--- src/la_decode_pkg.sv ---
package la_decode_pkg;

  ////////////////////
  // base types

  typedef logic [31:0] inst_t;     // raw instruction word
  typedef logic [31:0] word_t;     // data or immediate
  typedef logic [4:0]  reg_idx_t;  // gpr index
  typedef logic [4:0]  alu_op_t;
  typedef logic [4:0]  npc_op_t;
  typedef logic [2:0]  dm_type_t;
  typedef logic [1:0]  wd_sel_t;

  localparam int NUM_INST = 46;
  typedef logic [NUM_INST-1:0] inst_flags_t;  // one bit per instruction

  // flag bit positions, grouped by class
  localparam int
    F_ADD_W     = 0,  F_SUB_W   = 1,  F_SLT     = 2,  F_SLTU    = 3,
    F_NOR       = 4,  F_AND     = 5,  F_OR      = 6,  F_XOR     = 7,
    F_SLL_W     = 8,  F_SRL_W   = 9,  F_SRA_W   = 10, F_MUL_W   = 11,
    F_MULH_W    = 12, F_MULH_WU = 13, F_DIV_W   = 14, F_MOD_W   = 15,
    F_DIV_WU    = 16, F_MOD_WU  = 17, F_SLLI_W  = 18, F_SRLI_W  = 19,
    F_SRAI_W    = 20, F_ADDI_W  = 21, F_SLTI    = 22, F_SLTUI   = 23,
    F_ANDI      = 24, F_ORI     = 25, F_XORI    = 26, F_LU12I_W = 27,
    F_PCADDU12I = 28, F_LD_B    = 29, F_LD_H    = 30, F_LD_W    = 31,
    F_LD_BU     = 32, F_LD_HU   = 33, F_ST_B    = 34, F_ST_H    = 35,
    F_ST_W      = 36, F_JIRL    = 37, F_B       = 38, F_BL      = 39,
    F_BEQ       = 40, F_BNE     = 41, F_BLT     = 42, F_BGE     = 43,
    F_BLTU      = 44, F_BGEU    = 45;

  ////////////////////
  // control codes

  localparam alu_op_t
    ALU_NOP   = 5'd0,  ALU_LUI    = 5'd1,  ALU_ADD    = 5'd3,  ALU_SUB   = 5'd4,
    ALU_BNE   = 5'd5,  ALU_BLT    = 5'd6,  ALU_BGE    = 5'd7,  ALU_BLTU  = 5'd8,
    ALU_BGEU  = 5'd9,  ALU_SLT    = 5'd10, ALU_SLTU   = 5'd11, ALU_XOR   = 5'd12,
    ALU_OR    = 5'd13, ALU_AND    = 5'd14, ALU_SLL    = 5'd15, ALU_SRL   = 5'd16,
    ALU_SRA   = 5'd17, ALU_NOR    = 5'd18, ALU_BEQ    = 5'd19, ALU_MULW  = 5'd20,
    ALU_MULHW = 5'd21, ALU_MULHWU = 5'd22, ALU_DIVW   = 5'd23, ALU_MODW  = 5'd24,
    ALU_DIVWU = 5'd25, ALU_MODWU  = 5'd26;

  localparam npc_op_t NPC_PLUS4  = 5'd0;
  localparam npc_op_t NPC_BRANCH = 5'd1;
  localparam npc_op_t NPC_JUMP   = 5'd6;   // b and bl
  localparam npc_op_t NPC_JIRL   = 5'd24;

  localparam dm_type_t DM_WORD   = 3'd0;
  localparam dm_type_t DM_HALF   = 3'd1;
  localparam dm_type_t DM_HALF_U = 3'd2;
  localparam dm_type_t DM_BYTE   = 3'd3;
  localparam dm_type_t DM_BYTE_U = 3'd4;

  localparam wd_sel_t WD_ALU = 2'd0;
  localparam wd_sel_t WD_MEM = 2'd1;
  localparam wd_sel_t WD_PC  = 2'd2;

  localparam reg_idx_t LINK_REG  = 5'd1;   // r1 = ra
  localparam word_t    IMM_PLUS4 = 32'd4;

  ////////////////////
  // instruction fields

  localparam int OP6_LSB = 26;
  localparam int OP4_LSB = 22;
  localparam int OP2_LSB = 20;
  localparam int OP5_LSB = 15;
  localparam int RK_LSB  = 10;
  localparam int RJ_LSB  = 5;
  localparam int RD_LSB  = 0;
  localparam int IMM_LSB = 10;  // start of ui5/si12/si16 fields
  localparam int I20_LSB = 5;

  // major opcode, bits 31..26
  localparam logic [5:0]
    OP6_ALU  = 6'h00, OP6_LU12I = 6'h05, OP6_PCADDU = 6'h07, OP6_MEM  = 6'h0a,
    OP6_JIRL = 6'h13, OP6_B     = 6'h14, OP6_BL     = 6'h15, OP6_BEQ  = 6'h16,
    OP6_BNE  = 6'h17, OP6_BLT   = 6'h18, OP6_BGE    = 6'h19, OP6_BLTU = 6'h1a,
    OP6_BGEU = 6'h1b;

  // bits 25..22, alu group then memory group
  localparam logic [3:0]
    OP4_REG  = 4'h0, OP4_SHIFT = 4'h1, OP4_SLTI = 4'h8, OP4_SLTUI = 4'h9,
    OP4_ADDI = 4'ha, OP4_ANDI  = 4'hd, OP4_ORI  = 4'he, OP4_XORI  = 4'hf,
    OP4_LD_B = 4'h0, OP4_LD_H  = 4'h1, OP4_LD_W = 4'h2, OP4_ST_B  = 4'h4,
    OP4_ST_H = 4'h5, OP4_ST_W  = 4'h6, OP4_LD_BU = 4'h8, OP4_LD_HU = 4'h9;

  localparam logic [1:0] OP2_SHIFT = 2'h0, OP2_ALU = 2'h1, OP2_MULDIV = 2'h2;

  // bits 19..15
  localparam logic [4:0]
    OP5_ADD  = 5'h00, OP5_SUB  = 5'h02, OP5_SLT   = 5'h04, OP5_SLTU  = 5'h05,
    OP5_NOR  = 5'h08, OP5_AND  = 5'h09, OP5_OR    = 5'h0a, OP5_XOR   = 5'h0b,
    OP5_SLL  = 5'h0e, OP5_SRL  = 5'h0f, OP5_SRA   = 5'h10, OP5_MUL   = 5'h18,
    OP5_MULH = 5'h19, OP5_MULHU = 5'h1a, OP5_DIV  = 5'h00, OP5_MOD   = 5'h01,
    OP5_DIVU = 5'h02, OP5_MODU = 5'h03, OP5_SLLI  = 5'h01, OP5_SRLI  = 5'h09,
    OP5_SRAI = 5'h11;

endpackage

--- src/la_ctrl_encode.sv ---
`timescale 1ns/10ps

module la_ctrl_encode import la_decode_pkg::*; (
  input  inst_t       i_inst,
  input  inst_flags_t i_flags,
  input  logic        i_illegal,
  output logic        o_reg_write,
  output logic        o_mem_write,
  output logic        o_mem_read,
  output logic        o_alu_src1_pc,
  output logic        o_alu_src2_imm,
  output alu_op_t     o_alu_op,
  output npc_op_t     o_npc_op,
  output dm_type_t    o_dm_type,
  output wd_sel_t     o_wd_sel,
  output reg_idx_t    o_rd,
  output reg_idx_t    o_rs1,
  output reg_idx_t    o_rs2
);

  logic is_load;
  logic is_store;
  logic is_cbr;   // conditional branches
  logic is_imm;   // alu ops with immediate operand
  logic is_link;  // jirl / bl write pc + 4

  ////////////////////
  // instruction classes

  assign is_load  = i_flags[F_LD_B] | i_flags[F_LD_H] | i_flags[F_LD_W]
                  | i_flags[F_LD_BU] | i_flags[F_LD_HU];
  assign is_store = i_flags[F_ST_B] | i_flags[F_ST_H] | i_flags[F_ST_W];
  assign is_cbr   = i_flags[F_BEQ] | i_flags[F_BNE] | i_flags[F_BLT] | i_flags[F_BGE]
                  | i_flags[F_BLTU] | i_flags[F_BGEU];
  assign is_imm   = i_flags[F_SLLI_W] | i_flags[F_SRLI_W] | i_flags[F_SRAI_W]
                  | i_flags[F_ADDI_W] | i_flags[F_SLTI] | i_flags[F_SLTUI]
                  | i_flags[F_ANDI] | i_flags[F_ORI] | i_flags[F_XORI];
  assign is_link  = i_flags[F_JIRL] | i_flags[F_BL];

  ////////////////////
  // alu op, flags are at most one-hot

  always_comb begin
    o_alu_op = ALU_NOP;  // also the illegal case
    if (i_flags[F_ADD_W] | i_flags[F_ADDI_W] | is_load | is_store | i_flags[F_B]
        | is_link | i_flags[F_PCADDU12I])        o_alu_op = ALU_ADD;
    else if (i_flags[F_LU12I_W])                 o_alu_op = ALU_LUI;
    else if (i_flags[F_SUB_W])                   o_alu_op = ALU_SUB;
    else if (i_flags[F_SLT] | i_flags[F_SLTI])   o_alu_op = ALU_SLT;
    else if (i_flags[F_SLTU] | i_flags[F_SLTUI]) o_alu_op = ALU_SLTU;
    else if (i_flags[F_NOR])                     o_alu_op = ALU_NOR;
    else if (i_flags[F_AND] | i_flags[F_ANDI])   o_alu_op = ALU_AND;
    else if (i_flags[F_OR] | i_flags[F_ORI])     o_alu_op = ALU_OR;
    else if (i_flags[F_XOR] | i_flags[F_XORI])   o_alu_op = ALU_XOR;
    else if (i_flags[F_SLL_W] | i_flags[F_SLLI_W]) o_alu_op = ALU_SLL;
    else if (i_flags[F_SRL_W] | i_flags[F_SRLI_W]) o_alu_op = ALU_SRL;
    else if (i_flags[F_SRA_W] | i_flags[F_SRAI_W]) o_alu_op = ALU_SRA;
    else if (i_flags[F_BEQ])                     o_alu_op = ALU_BEQ;
    else if (i_flags[F_BNE])                     o_alu_op = ALU_BNE;
    else if (i_flags[F_BLT])                     o_alu_op = ALU_BLT;
    else if (i_flags[F_BGE])                     o_alu_op = ALU_BGE;
    else if (i_flags[F_BLTU])                    o_alu_op = ALU_BLTU;
    else if (i_flags[F_BGEU])                    o_alu_op = ALU_BGEU;
    else if (i_flags[F_MUL_W])                   o_alu_op = ALU_MULW;
    else if (i_flags[F_MULH_W])                  o_alu_op = ALU_MULHW;
    else if (i_flags[F_MULH_WU])                 o_alu_op = ALU_MULHWU;
    else if (i_flags[F_DIV_W])                   o_alu_op = ALU_DIVW;
    else if (i_flags[F_MOD_W])                   o_alu_op = ALU_MODW;
    else if (i_flags[F_DIV_WU])                  o_alu_op = ALU_DIVWU;
    else if (i_flags[F_MOD_WU])                  o_alu_op = ALU_MODWU;
  end

  ////////////////////
  // next pc, operands, write-back

  assign o_npc_op = is_cbr                       ? NPC_BRANCH :
                    (i_flags[F_B] | i_flags[F_BL]) ? NPC_JUMP :
                    i_flags[F_JIRL]              ? NPC_JIRL   : NPC_PLUS4;

  assign o_alu_src1_pc  = is_link | i_flags[F_PCADDU12I];
  assign o_alu_src2_imm = is_imm | is_load | is_store | is_link
                        | i_flags[F_LU12I_W] | i_flags[F_PCADDU12I];

  assign o_wd_sel = is_load ? WD_MEM :
                    is_link ? WD_PC  : WD_ALU;

  assign o_dm_type = (i_flags[F_LD_H] | i_flags[F_ST_H]) ? DM_HALF   :
                     i_flags[F_LD_HU]                    ? DM_HALF_U :
                     (i_flags[F_LD_B] | i_flags[F_ST_B]) ? DM_BYTE   :
                     i_flags[F_LD_BU]                    ? DM_BYTE_U : DM_WORD;

  assign o_mem_read  = is_load;
  assign o_mem_write = is_store;
  // b and conditional branches write nothing, bl/jirl do
  assign o_reg_write = ~i_illegal & ~is_store & ~is_cbr & ~i_flags[F_B];

  ////////////////////
  // register indices

  assign o_rd  = i_flags[F_BL] ? LINK_REG : i_inst[RD_LSB +: 5];
  assign o_rs1 = i_inst[RJ_LSB +: 5];
  assign o_rs2 = (is_store | is_cbr) ? i_inst[RD_LSB +: 5]  // rd is the source here
                                     : i_inst[RK_LSB +: 5];

endmodule

--- src/la_decode_stage.sv ---
`timescale 1ns/10ps

module la_decode_stage import la_decode_pkg::*; (
  input  logic     clk,
  input  logic     i_rst_n,
  input  logic     i_valid,
  input  inst_t    i_inst,
  output logic     o_valid,
  output logic     o_reg_write,
  output logic     o_mem_write,
  output logic     o_mem_read,
  output logic     o_alu_src1_pc,
  output logic     o_alu_src2_imm,
  output alu_op_t  o_alu_op,
  output npc_op_t  o_npc_op,
  output dm_type_t o_dm_type,
  output wd_sel_t  o_wd_sel,
  output reg_idx_t o_rd,
  output reg_idx_t o_rs1,
  output reg_idx_t o_rs2,
  output word_t    o_imm_alu,
  output word_t    o_imm_pc,
  output logic     o_illegal
);

  inst_flags_t flags;
  logic        illegal;
  logic        reg_write;
  logic        mem_write;
  logic        mem_read;
  logic        alu_src1_pc;
  logic        alu_src2_imm;
  alu_op_t     alu_op;
  npc_op_t     npc_op;
  dm_type_t    dm_type;
  wd_sel_t     wd_sel;
  reg_idx_t    rd;
  reg_idx_t    rs1;
  reg_idx_t    rs2;
  word_t       imm_alu;
  word_t       imm_pc;

  la_inst_match u_match (
    .i_inst    (i_inst),
    .o_flags   (flags),
    .o_illegal (illegal)
  );

  la_imm_gen u_imm (
    .i_inst    (i_inst),
    .i_flags   (flags),
    .o_imm_alu (imm_alu),
    .o_imm_pc  (imm_pc)
  );

  la_ctrl_encode u_ctrl (
    .i_inst         (i_inst),
    .i_flags        (flags),
    .i_illegal      (illegal),
    .o_reg_write    (reg_write),
    .o_mem_write    (mem_write),
    .o_mem_read     (mem_read),
    .o_alu_src1_pc  (alu_src1_pc),
    .o_alu_src2_imm (alu_src2_imm),
    .o_alu_op       (alu_op),
    .o_npc_op       (npc_op),
    .o_dm_type      (dm_type),
    .o_wd_sel       (wd_sel),
    .o_rd           (rd),
    .o_rs1          (rs1),
    .o_rs2          (rs2)
  );

  ////////////////////
  // output register

  // valid and enables drop on any bubble
  always_ff @(posedge clk or negedge i_rst_n) begin
    if (!i_rst_n) begin
      o_valid     <= 1'b0;
      o_reg_write <= 1'b0;
      o_mem_write <= 1'b0;
      o_mem_read  <= 1'b0;
    end else begin
      o_valid     <= i_valid;
      o_reg_write <= i_valid & reg_write;
      o_mem_write <= i_valid & mem_write;
      o_mem_read  <= i_valid & mem_read;
    end
  end

  always_ff @(posedge clk) begin
    if (i_valid) begin  // payload holds across bubbles
      o_alu_src1_pc  <= alu_src1_pc;
      o_alu_src2_imm <= alu_src2_imm;
      o_alu_op       <= alu_op;
      o_npc_op       <= npc_op;
      o_dm_type      <= dm_type;
      o_wd_sel       <= wd_sel;
      o_rd           <= rd;
      o_rs1          <= rs1;
      o_rs2          <= rs2;
      o_imm_alu      <= imm_alu;
      o_imm_pc       <= imm_pc;
      o_illegal      <= illegal;
    end
  end

endmodule

--- src/la_imm_gen.sv ---
`timescale 1ns/10ps

module la_imm_gen import la_decode_pkg::*; (
  input  inst_t       i_inst,
  input  inst_flags_t i_flags,
  output word_t       o_imm_alu,
  output word_t       o_imm_pc
);

  logic [4:0]  i5;
  logic [11:0] i12;
  logic [15:0] i16;
  logic [19:0] i20;
  logic [25:0] i26;
  word_t       imm_si16;
  word_t       imm_si26;

  logic need_ui5;
  logic need_ui12;
  logic need_si16;
  logic need_si20;
  logic need_si26;
  logic src2_is_4;  // link value pc + 4

  assign i5  = i_inst[IMM_LSB +: 5];
  assign i12 = i_inst[IMM_LSB +: 12];
  assign i16 = i_inst[IMM_LSB +: 16];
  assign i20 = i_inst[I20_LSB +: 20];
  assign i26 = {i_inst[RD_LSB +: 10], i16};  // offs[25:16] lives in the low bits

  assign imm_si16 = {{14{i16[15]}}, i16, 2'b00};
  assign imm_si26 = {{4{i26[25]}}, i26, 2'b00};

  assign need_ui5  = i_flags[F_SLLI_W] | i_flags[F_SRLI_W] | i_flags[F_SRAI_W];
  assign need_ui12 = i_flags[F_ANDI] | i_flags[F_ORI] | i_flags[F_XORI];
  assign need_si16 = i_flags[F_JIRL] | i_flags[F_BEQ] | i_flags[F_BNE] | i_flags[F_BLT]
                   | i_flags[F_BGE] | i_flags[F_BLTU] | i_flags[F_BGEU];
  assign need_si20 = i_flags[F_LU12I_W] | i_flags[F_PCADDU12I];
  assign need_si26 = i_flags[F_B] | i_flags[F_BL];
  assign src2_is_4 = i_flags[F_JIRL] | i_flags[F_BL];

  always_comb begin
    if (src2_is_4)      o_imm_alu = IMM_PLUS4;
    else if (need_si20) o_imm_alu = {i20, 12'b0};
    else if (need_si16) o_imm_alu = imm_si16;
    else if (need_si26) o_imm_alu = imm_si26;
    else if (need_ui5)  o_imm_alu = {27'b0, i5};
    else if (need_ui12) o_imm_alu = {20'b0, i12};
    else                o_imm_alu = {{20{i12[11]}}, i12};  // si12 default
  end

  assign o_imm_pc = need_si26 ? imm_si26 :
                    need_si16 ? imm_si16 : '0;

endmodule

--- src/la_inst_match.sv ---
`timescale 1ns/10ps

module la_inst_match import la_decode_pkg::*; (
  input  inst_t       i_inst,
  output inst_flags_t o_flags,
  output logic        o_illegal
);

  logic [5:0]  op6;
  logic [3:0]  op4;
  logic [1:0]  op2;
  logic [4:0]  op5;

  logic [63:0] op6_d;
  logic [15:0] op4_d;
  logic [3:0]  op2_d;
  logic [31:0] op5_d;

  logic alu_grp;   // op6 == 0
  logic r3_grp;    // three-register alu ops
  logic r3m_grp;   // mul/div/mod
  logic shi_grp;   // shift by immediate
  logic mem_grp;

  ////////////////////
  // field split and one-hot predecode

  assign op6 = i_inst[OP6_LSB +: 6];
  assign op4 = i_inst[OP4_LSB +: 4];
  assign op2 = i_inst[OP2_LSB +: 2];
  assign op5 = i_inst[OP5_LSB +: 5];

  assign op6_d = 64'd1 << op6;
  assign op4_d = 16'd1 << op4;
  assign op2_d = 4'd1 << op2;
  assign op5_d = 32'd1 << op5;

  assign alu_grp = op6_d[OP6_ALU];
  assign r3_grp  = alu_grp & op4_d[OP4_REG] & op2_d[OP2_ALU];
  assign r3m_grp = alu_grp & op4_d[OP4_REG] & op2_d[OP2_MULDIV];
  assign shi_grp = alu_grp & op4_d[OP4_SHIFT] & op2_d[OP2_SHIFT];
  assign mem_grp = op6_d[OP6_MEM];

  ////////////////////
  // per-instruction match

  assign o_flags[F_ADD_W]   = r3_grp & op5_d[OP5_ADD];
  assign o_flags[F_SUB_W]   = r3_grp & op5_d[OP5_SUB];
  assign o_flags[F_SLT]     = r3_grp & op5_d[OP5_SLT];
  assign o_flags[F_SLTU]    = r3_grp & op5_d[OP5_SLTU];
  assign o_flags[F_NOR]     = r3_grp & op5_d[OP5_NOR];
  assign o_flags[F_AND]     = r3_grp & op5_d[OP5_AND];
  assign o_flags[F_OR]      = r3_grp & op5_d[OP5_OR];
  assign o_flags[F_XOR]     = r3_grp & op5_d[OP5_XOR];
  assign o_flags[F_SLL_W]   = r3_grp & op5_d[OP5_SLL];
  assign o_flags[F_SRL_W]   = r3_grp & op5_d[OP5_SRL];
  assign o_flags[F_SRA_W]   = r3_grp & op5_d[OP5_SRA];
  assign o_flags[F_MUL_W]   = r3_grp & op5_d[OP5_MUL];
  assign o_flags[F_MULH_W]  = r3_grp & op5_d[OP5_MULH];
  assign o_flags[F_MULH_WU] = r3_grp & op5_d[OP5_MULHU];

  // div/mod sit in the op2 == 2 page
  assign o_flags[F_DIV_W]  = r3m_grp & op5_d[OP5_DIV];
  assign o_flags[F_MOD_W]  = r3m_grp & op5_d[OP5_MOD];
  assign o_flags[F_DIV_WU] = r3m_grp & op5_d[OP5_DIVU];
  assign o_flags[F_MOD_WU] = r3m_grp & op5_d[OP5_MODU];

  assign o_flags[F_SLLI_W] = shi_grp & op5_d[OP5_SLLI];
  assign o_flags[F_SRLI_W] = shi_grp & op5_d[OP5_SRLI];
  assign o_flags[F_SRAI_W] = shi_grp & op5_d[OP5_SRAI];

  // 12-bit immediate forms only look at op4
  assign o_flags[F_ADDI_W] = alu_grp & op4_d[OP4_ADDI];
  assign o_flags[F_SLTI]   = alu_grp & op4_d[OP4_SLTI];
  assign o_flags[F_SLTUI]  = alu_grp & op4_d[OP4_SLTUI];
  assign o_flags[F_ANDI]   = alu_grp & op4_d[OP4_ANDI];
  assign o_flags[F_ORI]    = alu_grp & op4_d[OP4_ORI];
  assign o_flags[F_XORI]   = alu_grp & op4_d[OP4_XORI];

  // op4[3] is inst bit 25, must be clear for the 20-bit forms
  assign o_flags[F_LU12I_W]   = op6_d[OP6_LU12I] & ~op4[3];
  assign o_flags[F_PCADDU12I] = op6_d[OP6_PCADDU] & ~op4[3];

  assign o_flags[F_LD_B]  = mem_grp & op4_d[OP4_LD_B];
  assign o_flags[F_LD_H]  = mem_grp & op4_d[OP4_LD_H];
  assign o_flags[F_LD_W]  = mem_grp & op4_d[OP4_LD_W];
  assign o_flags[F_LD_BU] = mem_grp & op4_d[OP4_LD_BU];
  assign o_flags[F_LD_HU] = mem_grp & op4_d[OP4_LD_HU];
  assign o_flags[F_ST_B]  = mem_grp & op4_d[OP4_ST_B];
  assign o_flags[F_ST_H]  = mem_grp & op4_d[OP4_ST_H];
  assign o_flags[F_ST_W]  = mem_grp & op4_d[OP4_ST_W];

  assign o_flags[F_JIRL] = op6_d[OP6_JIRL];  // control transfer, op6 only
  assign o_flags[F_B]    = op6_d[OP6_B];
  assign o_flags[F_BL]   = op6_d[OP6_BL];
  assign o_flags[F_BEQ]  = op6_d[OP6_BEQ];
  assign o_flags[F_BNE]  = op6_d[OP6_BNE];
  assign o_flags[F_BLT]  = op6_d[OP6_BLT];
  assign o_flags[F_BGE]  = op6_d[OP6_BGE];
  assign o_flags[F_BLTU] = op6_d[OP6_BLTU];
  assign o_flags[F_BGEU] = op6_d[OP6_BGEU];

  assign o_illegal = ~|o_flags;  // nothing matched

endmodule

--- config.mk ---
export PLATFORM = sky130hd
export DESIGN_NAME = la_decode_stage
export DESIGN_NICKNAME = d
export VERILOG_FILES = /design/src/la_decode_pkg.sv /design/src/la_ctrl_encode.sv /design/src/la_decode_stage.sv /design/src/la_imm_gen.sv /design/src/la_inst_match.sv
export SDC_FILE = /design/constraint.sdc
export NUM_CORES = 1
export LEC_CHECK = 0
export BUFFER_PORTS_ARGS = -buffer_cell sky130_fd_sc_hd__buf_2
export CAP_MARGIN = 30
export CELL_PAD_IN_SITES_DETAIL_PLACEMENT = 0
export CELL_PAD_IN_SITES_GLOBAL_PLACEMENT = 2
export CORE_MARGIN = 2
export CORE_UTILIZATION = 34
export DETAILED_ROUTE_END_ITERATION = 8
export PLACE_DENSITY_LB_ADDON = 0.1
export SYNTH_ARGS = -nofsm -noshare
export SYNTH_HDL_FRONTEND = slang
export SYNTH_HIERARCHICAL = 1
export SYNTH_SLANG_ARGS = --single-unit
--- constraint.sdc ---
create_clock -name clk -period 0.8 [get_ports clk]
set_clock_uncertainty 0.05 [all_clocks]
set_input_delay 0.16 -clock clk [delete_from_list [all_inputs] [get_ports clk]]
set_output_delay 0.16 -clock clk [all_outputs]
set_load 0.1 [all_outputs]
# [After elaboration in Yosys (flattened, before gate mapping)]
# Cells that the tools add are included.
# Widths: inputs -> output; s select.
[word_totals] reg_bits=101 elab_cells=180 out_inout_bits=101 inputBits=35
[classes] shift=4 bitwise=105 mux=38 reduce_logical=9
[ops] cell="$mux 32" count=7
[ops] cell="$mux 5" count=22
[ops] cell="$or 1x1->1" count=53
[ops] cell="$and 1x1->1" count=48
[ops] cell="$reduce_or 46->1" count=1
[ops] cell="$shl 1x6->28 const A" count=1
[ops] cell="$shl 1x5->27 const A" count=1
[ops] cell="$shl 1x4->16 const A" count=1
[ops] cell="$mux 3" count=3
[ops] cell="$mux 2" count=4
[ops] cell="$mux 4" count=2
[ops] cell="$reduce_or 2->1" count=3
[ops] cell="$reduce_or 3->1" count=2
[ops] cell="$reduce_or 5->1" count=1
[ops] cell="$not 1->1" count=4
[ops] cell="$reduce_or 4->1" count=1
[ops] cell="$shl 1x2->3 const A" count=1
[ops] cell="$logic_not 1->1" count=1

# [Longest topological paths before layout]
# Gate-level depths: netlist of run 1.
[depth] ltp_word=28 ltp_mapped=11 depth_no_buf=10

# [Modules after synthesis]
# The synthesis of run 1 kept the hierarchy.
[by_module_without_submodules] mod="la_decode_stage" cells_per_inst=104 instances=1 seq_area_each_um2=3012.9 area_per_inst_um2=3031.7
[by_module_without_submodules] mod="la_imm_gen" cells_per_inst=137 instances=1 seq_area_each_um2=0.0 area_per_inst_um2=833.3
[by_module_without_submodules] mod="la_inst_match" cells_per_inst=136 instances=1 seq_area_each_um2=0.0 area_per_inst_um2=753.2
[by_module_without_submodules] mod="la_ctrl_encode" cells_per_inst=102 instances=1 seq_area_each_um2=0.0 area_per_inst_um2=614.3

# [Worst setup path before layout of run 1]
# OpenSTA, ideal clock, no wires.
[synth_path] path_kind="in2reg" from="in i_inst[29]" to="reg o_alu_op[0], data pin" required_time_ns=0.487 t_arrival_ns=2.230 setup_time_ns=0.263 stages=11 n_path_buf=1 slack_ns=-1.743 path_cell_list="buf_2 nor4_4 nand4_2 nor2_2 nand3_1 nor3b_1 or4_1 a21oi_1 or4_1 o211ai_1 nand3b_1"
[synth_between] word_cells_on_any_way=86 cone_classes="shift: 1; mux: 22; bitwise: 62; reduce/logical: 1"
[synth_lines] item="start: declaration" line_no="la_decode_stage.sv:7" rtl="input inst_t i_inst,"
[synth_lines] item="$shl 1x6->28" line_no="la_inst_match.sv:33" rtl="assign op6_d = 64'd1 << op6;"
[synth_lines] item="$and 1x1->1 (2 in series)" line_no="la_inst_match.sv:39" rtl="assign r3_grp = alu_grp & op4_d[OP4_REG] & op2_d[OP2_ALU];"
[synth_lines] item="$and 1x1->1" line_no="la_inst_match.sv:54" rtl="assign o_flags[F_XOR] = r3_grp & op5_d[OP5_XOR];"
[synth_lines] item="net flags[7]" line_no="la_decode_stage.sv:26" rtl="inst_flags_t flags;"
[synth_lines] item="$or 1x1->1" line_no="la_ctrl_encode.sv:54" rtl="else if (i_flags[F_XOR] | i_flags[F_XORI]) o_alu_op = ALU_XOR;"
[synth_lines] item="$mux 5" line_no="la_ctrl_encode.sv:54"
[synth_lines] item="$mux 5" line_no="la_ctrl_encode.sv:53" rtl="else if (i_flags[F_OR] | i_flags[F_ORI]) o_alu_op = ALU_OR;"
[synth_lines] item="$mux 5" line_no="la_ctrl_encode.sv:52" rtl="else if (i_flags[F_AND] | i_flags[F_ANDI]) o_alu_op = ALU_AND;"
[synth_lines] item="$mux 5" line_no="la_ctrl_encode.sv:51" rtl="else if (i_flags[F_NOR]) o_alu_op = ALU_NOR;"
[synth_lines] item="$mux 4" line_no="la_ctrl_encode.sv:50" rtl="else if (i_flags[F_SLTU] | i_flags[F_SLTUI]) o_alu_op = ALU_SLTU;"
[synth_lines] item="$mux 4" line_no="la_ctrl_encode.sv:49" rtl="else if (i_flags[F_SLT] | i_flags[F_SLTI]) o_alu_op = ALU_SLT;"
[synth_lines] item="$mux 3" line_no="la_ctrl_encode.sv:48" rtl="else if (i_flags[F_SUB_W]) o_alu_op = ALU_SUB;"
[synth_lines] item="end signal: assignment" line_no="la_decode_stage.sv:96" rtl="o_alu_op <= alu_op;"
[synth_lines] item="end: declaration" line_no="la_decode_stage.sv:14" rtl="output alu_op_t o_alu_op,"
# The timed path passes the listed nets, and every way through them passes these cells.
# A chain may end at the register's enable or synchronous reset.

# [Worst setup path in the final report of run 1]
# Ends and elaborated chain as after synthesis.

==> reports/results.tsv, run 1 <==
stage	metric	value	unit
status	status	finished, violations left	
status	violations	setup timing	
synth	synth_area_per_cell	10.9	um2
synth	synth-adder-area-share	0	%
cts	clk_pin_slew	70	ps
routing	ant_nets	0	
synth	yosysWarningCount	6	
pwr	power	0.0181	W
synth	yosysTopAreaCell	edfxtp_1	
sta	setup_viol	195	
grt	antenna_found_initial	0	
synth	synth_mux_area_share	1.27	%
sta	rsz0062_at_grt	yes	
floorplanning	coreArea	0.0151	mm2
worst_hold_path	hold_path.class	input pin to register	
placement	gp_congestion	0.935	
cts	numCtsBuffers	9	
sta	hold_violations	0	
cts	h-tree-depth	3	
cts	cts.sinks	101	
setup_path	worst_ep_arrival_time	2200	ps
synth	ys_types	60	
synth	synth.top_cell.area_share	55.7	%
synth	synth_compound_area_share	9.80	%
finish	nFillCells	1056	
grt	grt_pass1_wl	29600	um
sta	fin_ws	-1360	ps
floorplanning	dieArea	0.0164	mm2
setup_path	crit_chain	buf_8, nor4_4, buf_4, nand4_4, nor2_4, nand3_4, nor3b_4, or4_4, a21oi_2, or4_4, o211ai_1, nand3b_1	
floorplanning	die_h	128	um
grt	grt_pass1_vias	5293	
routing	num_vias	5017	
sta	fmax	463	MHz
grt	grt_overflow_total	0	
routing	first_pass_iters	4	
finish	area_growth	101	%
sta	max_slew.worst_pin.slew	740	ps
routing	routedWlPerCell	19.3	um
synth	synth-xor-area-share	0.167	%
floorplanning	fp.dieW	128	um
setup_path	cp-end-kind	register	
routing	drt-total-wl	18900	um
placement	hpwl	13800	um
synth	syn_inst	479	
pwr	peakVddDrop	969	uV
finish	n_antenna_cell	0	
floorplanning	num_rows	45	
floorplanning	start_util	34.5	%
setup_path	cpPeakStageDelay	420	ps
pwr	power_density	1720	mW/mm2
job	drv_cap	0	
sta	finalMaxSlewViolations	0	
grt	groute.usage.overall	23.9	%
synth	synth-seq-cells	101	
synth	seq_area_frac_synth	57.6	%
synth	synth_top_family_by_area	simple AND/OR/NAND/NOR gates	
grt	grt_max_degree	33	
routing	drt_iter0_drc	310	
sta	finalSetupTns	-133870	ps
routing	drc	0	
synth	ys_top_cells_by_area	edfxtp_1, nor2_1, nand2_1	
synth	synthFlopType	edfxtp_1	
floorplanning	ios	136	
setup_path	cp.required	850	ps
synth	synthSimpleGateAreaFrac	26.8	%
cts	cts_tree	done	
setup_path	crit_buf_inv	2	
setup_path	critPathLaunchType	input pin	
finish	num-nets-final	821	
synth	synth-edff-count	97	
placement	portBuffers	135	
setup_path	setup.worst_path.class	input pin to register	
pwr	p_leak	4.36	nW
synth	ys_async_sr_fraction	3.96	%
cts	cts_root_buffer	clkbuf_16	
cts	clock_path_buffers	2	
setup_path	path_common_cell	or4_4	
setup_path	cp_max_fo	3	
synth	syn-cell-area	0.00523	mm2
routing	routed_via_density	5.12	
sta	period_share	270	%
sta	min_period	2160	ps
finish	drive_above_1_share	63.3	%
sta	max_slew_margin	50.2	%
setup_path	cp_top_family	simple AND/OR/NAND/NOR gates	
placement	place_ws	-1810	ps
setup_path	crit_slowest_cell	or4_4	
## area by class of cell
class	count	area (um2)	area share (%)
clock buffers	9	225	2.14
clock inverters	7	73.8	0.702
inverters	9	40.0	0.381
multi-input cells	338	2890	27.5
flip-flops and latches	101	3030	28.8
well taps	188	235	2.24
repair buffers	327	4020	38.3
## path summary, 6_finish.rpt
path / from / to / slack (ps) / depth (start not counted)
max in group asynchronous: i_rst_n / o_reg_write$_DFF_PN0_ / 460 / 2
min in group asynchronous: i_rst_n / o_mem_read$_DFF_PN0_ / 110 / 2
worst max-delay path: i_inst[29] / o_alu_op[0]$_DFFE_PP_ / -1360 / 12
worst min-delay path: i_inst[0] / o_rd[0]$_DFFE_PP_ / 70 / 2
## repair_timing
action,in CTS,in global routing
setup endpoints to repair,194,195
pin swaps,64,26
resized for setup,212,36
buffers inserted,41,6
endpoints found under the hold margin,7,0
hold buffers,4,0
cloned,4,0
## registers in the layout (all words and copies together) (netlist names), 2 cells and up
signal / count
o_imm_alu: 32
o_rs2: 5
o_imm_pc: 32
o_rd: 5
o_npc_op: 5
o_rs1: 5
o_wd_sel: 2
o_alu_op: 5
o_dm_type: 3
## routing by layer
metal	track usage, %	vias up	routed length [um]
li1	-	2401	-
met1	28.9	2444	7670
met2	43.9	136	10200
met3	3.17	36	534
met4	8.21	0	537
met5	0	-	0
## report_power, final
| part | internal [W] | total (W) | switching, W |
|---|---|---|---|
| clock network | 0.00244 | 0.00442 | 0.00198 |
| logic | 0.00260 | 0.00697 | 0.00437 |
| registers | 0.00634 | 0.00673 | 0.000386 |
| total | 0.0114 | 0.0181 | 0.00674 |
## synthesized netlist by cell type (5+ instances only)
library cell / count
or4_1: 5
nor2_1: 62
mux2_2: 5
and2_1: 17
nand2_1: 47
nand2b_1: 7
a22oi_1: 7
or2_2: 5
buf_2: 5
a221o_1: 5
edfxtp_1: 97
nor4_1: 11
nand3_1: 11
nor3_1: 29
a21oi_1: 9
a21o_1: 7
nor2b_1: 8
clkbuf_1: 12
inv_1: 8
buf_4: 16
nor3b_1: 15
o21ai_0: 18
or3_1: 9
## logic make-up after synthesis
logic type	count (synthesis)
AOI/OAI and AO/OA	74
xor gates and xnor gates	1
buffers and inverters	42
DFF	101
muxes	6
other	1
and+or+nand+nor	254
## placed cells by master, fill, tap and decap left out, types with 6 or more instances in the layout
cell type | netlist | routed
nor2_4 | 0 | 15
nor2_1 | 62 | 34
nand2b_4 | 0 | 6
clkbuf_16 | 0 | 9
buf_4 | 16 | 134
edfxtp_1 | 97 | 97
a21oi_1 | 9 | 8
a21o_1 | 7 | 6
a22oi_2 | 0 | 7
o21ai_1 | 1 | 12
nor2_2 | 1 | 14
nor2b_1 | 8 | 7
nor3b_2 | 0 | 11
nand2_1 | 47 | 33
buf_12 | 0 | 109
or3_4 | 0 | 6
nor3_4 | 0 | 10
nand2_2 | 0 | 10
buf_2 | 5 | 25
nand3_4 | 0 | 6
nor3_2 | 2 | 6
and2_4 | 0 | 12
or2_4 | 0 | 6
nor3_1 | 29 | 16
nor4_4 | 2 | 8
buf_8 | 0 | 8
buf_6 | 0 | 46
## metrics by stage
step	utilization [%]	hold WS, ps	cells	cell area [um2]
finish	69.4	70.2	979	10500
global route	69.4	59.0	979	10500
CTS	68.4	55.0	975	10400
detailed placement	58.1	-79.9	914	8800
global placement	58.1	-84.3	914	8800
floorplan	-	-186	480	5500
No activity file was read; power rests on OpenSTA's default activity.
==> run 2: changes to the inputs <==
--- a/config.mk
+++ b/config.mk
@@ -10,10 +10,9 @@
 export CELL_PAD_IN_SITES_DETAIL_PLACEMENT = 0
 export CELL_PAD_IN_SITES_GLOBAL_PLACEMENT = 2
 export CORE_MARGIN = 2
-export CORE_UTILIZATION = 34
+export CORE_UTILIZATION = 32
 export DETAILED_ROUTE_END_ITERATION = 8
 export PLACE_DENSITY_LB_ADDON = 0.1
 export SYNTH_ARGS = -nofsm -noshare
 export SYNTH_HDL_FRONTEND = slang
-export SYNTH_HIERARCHICAL = 1
 export SYNTH_SLANG_ARGS = --single-unit
==> reports/results.tsv, run 2 <==
stage	metric	value	unit	change
status	status	finished, violations left		
status	violations	setup timing		
synth	synth_most_common_cell	edfxtp_1		
placement	hpwl	12600	um	-9.0%
floorplanning	ios	136		unchanged
synth	syn_inst	409		-15%
synth	synthFlopType	edfxtp_1		
sta	setup_viol	186		-4.6%
finish	reg_top3	o_imm_alu (32), o_imm_pc (26)		
pwr	netSwitchingFraction	38.1	%	+0.92 points
cts	cts.sinks	93		-7.9%
placement	portBuffers	133		-1.5%
synth	seq_area_frac_synth	60.1	%	+2.5 points
job	drv_cap	0		unchanged
cts	h-tree-depth	3		unchanged
sta	max_slew.worst_pin.slew	489	ps	-250 ps
sta	finalMaxSlewViolations	0		unchanged
sta	hold_violations	0		unchanged
setup_path	cp_max_fo	6		+3
grt	grt_overflow_total	0		unchanged
synth	ys_async_sr_fraction	4.30	%	+0.34 points
pwr	peakVddDrop	926	uV	-4.4%
setup_path	worst_ep_arrival_time	1730	ps	-470 ps
grt	grt_pass1_wl	25500	um	-14%
finish	num-nets-final	701		-15%
sta	fin_ws	-869	ps	+491 ps
synth	netlist_top_cells_count	edfxtp_1, nand2_1, a21oi_1, clkbuf_1, nor2_1		
pwr	power_density	1790	mW/mm2	+4.0%
sta	fmax	599	MHz	+29%
pwr	power	0.0167	W	-7.7%
setup_path	critPathLaunchType	input pin		
floorplanning	num_rows	43		-4.4%
cts	clk_pin_slew	70	ps	about the same
grt	grt_max_degree	28		-15%
setup_path	crit_slowest_cell	or4b_4		
floorplanning	start_util	33.0	%	-1.5 points
floorplanning	fp.dieW	124	um	-3.1%
finish	drive_above_1_share	62.7	%	-0.60 points
synth	ys_types	58		-3.3%
floorplanning	die_h	124	um	-3.1%
floorplanning	coreArea	0.0140	mm2	-7.6%
synth	synth-edff-count	89		-8.2%
pwr	netSwitchingPower	0.00637	W	-5.5%
sta	period_share	209	%	-61 points
finish	regMostFlops	o_imm_alu		
finish	final-seq-area	0.00279	mm2	-7.9%
pwr	clkPwrFrac	24.5	%	about the same
finish	nFillCells	1073		+1.6%
pwr	p_comb_share	38.8	%	+0.3 points
setup_path	crit_buf_inv	1		-1
worst_hold_path	hold_path.class	input pin to register		
sta	rsz0062_at_grt	yes		
routing	ant_nets	0		unchanged
synth	yosysWarningCount	0		-6
pwr	p_leak	3.88	nW	-11%
cts	cts_tree	done		
routing	routedWlPerCell	19.8	um	+2.6%
sta	min_period	1670	ps	-491 ps
setup_path	cp.required	860	ps	about the same
routing	drt-total-wl	16900	um	-11%
routing	drt_iter0_drc	333		+7.4%
grt	grt_pass1_vias	4424		-16%
synth	synth_area_per_cell	11.3	um2	+3.3%
finish	area_growth	102	%	
finish	largest_reg_flops	32		
sta	max_slew_margin	66.9	%	+17 points
finish	layout_commonest_cell	buf_12		
setup_path	crit_chain	buf_6, or4b_4, or4_4, nor2b_4, mux2_4		
synth	synth.top_cell.area_share	57.9	%	+2.2 points
setup_path	cp_top_family	simple AND/OR/NAND/NOR gates		
finish	multi_input_area	0.00228	mm2	-21%
grt	antenna_found_initial	0		unchanged
pwr	pwr-share-seq	36.7	%	-0.4 points
routing	drc	0		unchanged
synth	synth-seq-cells	93		-7.9%
cts	clock_path_buffers	2		unchanged
grt	groute.usage.overall	22.5	%	-1.4 points
setup_path	setup.worst_path.class	input pin to register		
synth	syn-cell-area	0.00462	mm2	-12%
setup_path	cpPeakStageDelay	540	ps	+120 ps
finish	final_cell_mix	buf_12, buf_4, edfxtp_1, buf_6, buf_2		
synth	yosysTopAreaCell	edfxtp_1		
routing	num_vias	4317		-14%
placement	gp_congestion	0.867		-7.3%
routing	first_pass_iters	4		unchanged
synth	ys_top_cells_by_area	edfxtp_1, a21oi_1, nand2_1		
routing	routed_via_density	5.07		-1.0%
floorplanning	dieArea	0.0154	mm2	-6.1%
cts	numCtsBuffers	9		unchanged
pwr	cellInternalPower	0.0103	W	-9.1%
setup_path	cp-end-kind	register		
cts	cts_root_buffer	clkbuf_16		
sta	fin_hold_ws	0.471	ps	-69.7 ps
finish	n_antenna_cell	0		unchanged
==> run 2: path summary, 6_finish.rpt <==
kind | slack, ps | startpoint | cells after the start | to
max in group asynchronous | 430 | i_rst_n | 2 | o_valid$_DFF_PN0_
setup / recovery | -870 | i_inst[30] | 5 | o_rs2[1]$_DFFE_PP_
min in group asynchronous | 130 | i_rst_n | 2 | o_reg_write$_DFF_PN0_
hold / removal | 0.5 | i_inst[7] | 1 | o_rs1[2]$_DFFE_PP_
==> run 2: area by class of cell <==
type / instances / share of cell area [%]
repair buffers: 285 / 39.8
flip-flops and latches: 93 / 29.9
multi-input cells: 268 / 24.4
clock buffers: 9 / 2.41
well taps: 180 / 2.41
clock inverters: 7 / 0.630
inverters: 9 / 0.416
==> run 2: layer usage <==
layer,up-vias,global-route usage (%),part of all wire (%)
met2,137,38.7,52
met1,2106,28.6,41
met3,21,3.11,4.6
met4,0,9.06,2.4
li1,2053,-,-
met5,-,0,0
==> run 2: kinds of logic after synthesis <==
group | count (synthesis) | synth area share, %
AND/OR/NAND/NOR | 162 | 19.4
multiplexers | 6 | 1.84
XOR/XNOR | 2 | 0.379
buffers and inverters | 50 | 4.93
AO/OA/AOI/OAI | 95 | 13.3
other | 1 | 0.0812
flip-flops | 93 | 60.1
==> run 2: timing repair <==
action | in CTS | in global routing
gates resized for setup | 99 | 55
setup buffers | 22 | 7
endpoints found under the hold margin | 7 | 0
gates cloned | 4 | 0
setup endpoints to repair | 186 | 188
pin swaps | 28 | 24
hold buffers | 4 | 0
==> run 2: power groups by stage <==
stage | Combinational [W] | Sequential, W | Clock (W)
floorplan | 0.00106 | 0.00880 | 0
global placement | 0.00612 | 0.00624 | 0
detailed placement | 0.00614 | 0.00625 | 0
CTS | 0.00641 | 0.00614 | 0.00416
global route | 0.00669 | 0.00616 | 0.00431
finish | 0.00648 | 0.00613 | 0.00410
==> run 2: stage by stage <==
step | setup WS, ps | cells | utilization [%] | instance area [um2] | setup TNS, ps
2_1_floorplan | -1180 | 410 | - | 5190 | -83530
3_3_place_gp | -1250 | 803 | 57.9 | 8100 | -100020
3_5_place_dp | -1270 | 803 | 57.9 | 8100 | -100690
4_1_cts | -867 | 847 | 64.8 | 9060 | -91570
5_1_grt | -892 | 851 | 66.7 | 9330 | -92830
6_report | -869 | 851 | 66.7 | 9330 | -87270
==> run 3: changes to the inputs <==
--- a/config.mk
+++ b/config.mk
@@ -16,3 +16,4 @@
 export SYNTH_ARGS = -nofsm -noshare
 export SYNTH_HDL_FRONTEND = slang
 export SYNTH_SLANG_ARGS = --single-unit
+export TNS_END_PERCENT = 1
==> reports/results.tsv, run 3 (synthesis results as in run 2) <==
stage	metric	value	unit	change
grt	grt_pass1_vias	4277		-3.3%
finish	regMostFlops	o_imm_alu		
setup_path	crit_slowest_cell	or4b_4		
finish	instances_no_fill	832		-2.2%
sta	fmax	584	MHz	-2.5%
routing	num_vias	4165		-3.5%
setup_path	cp.required	840	ps	-20 ps
placement	gp_congestion	0.893		+3.0%
cts	h-tree-depth	3		unchanged
finish	nFillCells	1130		+5.3%
finish	final_cell_mix	buf_4, buf_12, edfxtp_1, nand2_1, buf_2		
routing	routed_via_density	5.01		-1.3%
sta	period_share	214	%	+5.4 points
pwr	p_leak	3.62	nW	-6.8%
sta	setup_viol	186		unchanged
cts	cts_tree	done		
finish	finalInstanceArea	0.00862	mm2	-7.6%
placement	dp_cells	805		+0.25%
sta	finalMaxSlewViolations	0		unchanged
placement	hpwl	12300	um	-2.0%
floorplanning	ios	136		unchanged
finish	layout_commonest_cell	buf_4		
setup_path	setup.worst_path.class	input pin to register		
sta	rsz0062_at_grt	yes		
routing	drt_iter0_drc	264		-21%
floorplanning	coreArea	0.0140	mm2	unchanged
grt	antenna_found_initial	0		unchanged
finish	reg_top3	o_imm_alu (32), o_imm_pc (26)		
cts	cts_root_buffer	clkbuf_16		
status	status	finished, violations left		
setup_path	cpPeakStageDelay	560	ps	+20 ps
routing	ant_nets	0		unchanged
job	drv_cap	0		unchanged
sta	fin_ws	-912	ps	-43.5 ps
pwr	power	0.0164	W	-1.7%
cts	numCtsBuffers	9		unchanged
routing	first_pass_iters	4		unchanged
finish	area_growth	86.7	%	
pwr	peakVddDrop	914	uV	-1.3%
finish	largest_reg_flops	32		unchanged
setup_path	cp_max_fo	7		+1
setup_path	cp-end-kind	register		
grt	grt_pass1_wl	24200	um	-5.0%
routing	drt-total-wl	15700	um	-7.2%
setup_path	crit_chain	buf_6, or4b_4, or4_4, nor2b_4, mux2_4		
grt	grt_overflow_total	0		unchanged
worst_hold_path	hold_path.class	input pin to register		
floorplanning	num_rows	43		unchanged
finish	num-nets-final	682		-2.7%
setup_path	worst_ep_arrival_time	1750	ps	+20 ps
cts	clk_pin_slew	70	ps	about the same
placement	postPlaceCellArea	0.00783	mm2	-3.4%
floorplanning	fp.dieW	124	um	unchanged
grt	grt_max_degree	33		+18%
cts	clock_path_buffers	2		unchanged
finish	n_antenna_cell	0		unchanged
routing	drc	0		unchanged
floorplanning	die_h	124	um	unchanged
grt	groute.usage.overall	21.2	%	-1.4 points
finish	drive_above_1_share	53.1	%	-9.7 points
status	violations	setup timing		
placement	portBuffers	133		unchanged
sta	min_period	1710	ps	+43.5 ps
sta	hold_violations	0		unchanged
pwr	power_density	1910	mW/mm2	+6.4%
routing	routedWlPerCell	18.8	um	-5.1%
setup_path	critPathLaunchType	input pin		
floorplanning	start_util	33.0	%	unchanged
cts	cts.sinks	93		unchanged
floorplanning	dieArea	0.0154	mm2	unchanged
## run 3: repair_timing
item / CTS / global route
setup endpoints to repair: 186 / 189
cloned: 0 / 0
setup buffers: 0 / 5
gates resized for setup: 51 / 51
pin swaps: 8 / 21
hold buffers: 6 / 0
endpoints found under the hold margin: 9 / 0
## run 3: metrics by stage
stage / hold slack, ps / util (%) / worst slack, ps / TNS, ps
floorplan: -186 / - / -1190 / -106710
global placement: -82.0 / 55.9 / -1290 / -102050
detailed placement: -76.9 / 55.9 / -1350 / -106860
CTS: 69.3 / 59.9 / -897 / -84550
global route: 101 / 61.6 / -922 / -93730
finish: 74.6 / 61.6 / -912 / -88130
## run 3: per-layer routing
layer / vias to the layer above / GRT usage, % / wire (um)
met2: 117 / 36.5 / 8190
met4: 0 / 7.16 / 250
met3: 15 / 2.38 / 650
li1: 2000 / - / -
met1: 2033 / 27.6 / 6570
met5: - / 0 / 0
## run 3: power by group
group / total, W / internal, W / switching (W) / leakage (nW)
Combinational: 0.00619 / 0.00223 / 0.00396 / 2.57
Clock: 0.00410 / 0.00216 / 0.00195 / 0.134
Sequential: 0.00613 / 0.00580 / 0.000334 / 0.913
## run 3: final timing paths
check                      startpoint               endpoint  slack [ps]  cells after the start
setup / recovery           i_inst[30]     o_rs2[0]$_DFFE_PP_        -910                      5
min in group asynchronous     i_rst_n   o_mem_read$_DFF_PN0_         120                      2
max in group asynchronous     i_rst_n  o_mem_write$_DFF_PN0_         460                      2
hold / removal              i_inst[0]  o_rd[0]$_SDFFCE_PP1P_          70                      2
## run 3: worst max-delay path, delay by kind of cell
family                 cells  cell delay [ps]
AND/OR/NAND/NOR            3             1190
multiplexers               1              310
buffers and inverters      1               90
## run 3: final cells by class
class | instances | area [um2] | area share, %
Inverter | 9 | 36.3 | 0.421
Tap cell | 180 | 225 | 2.61
Multi-Input combinational cell | 267 | 1940 | 22.6
Clock buffer | 9 | 225 | 2.61
Clock inverter | 7 | 58.8 | 0.682
Timing Repair Buffer | 267 | 3360 | 38.9
Sequential cell | 93 | 2770 | 32.2
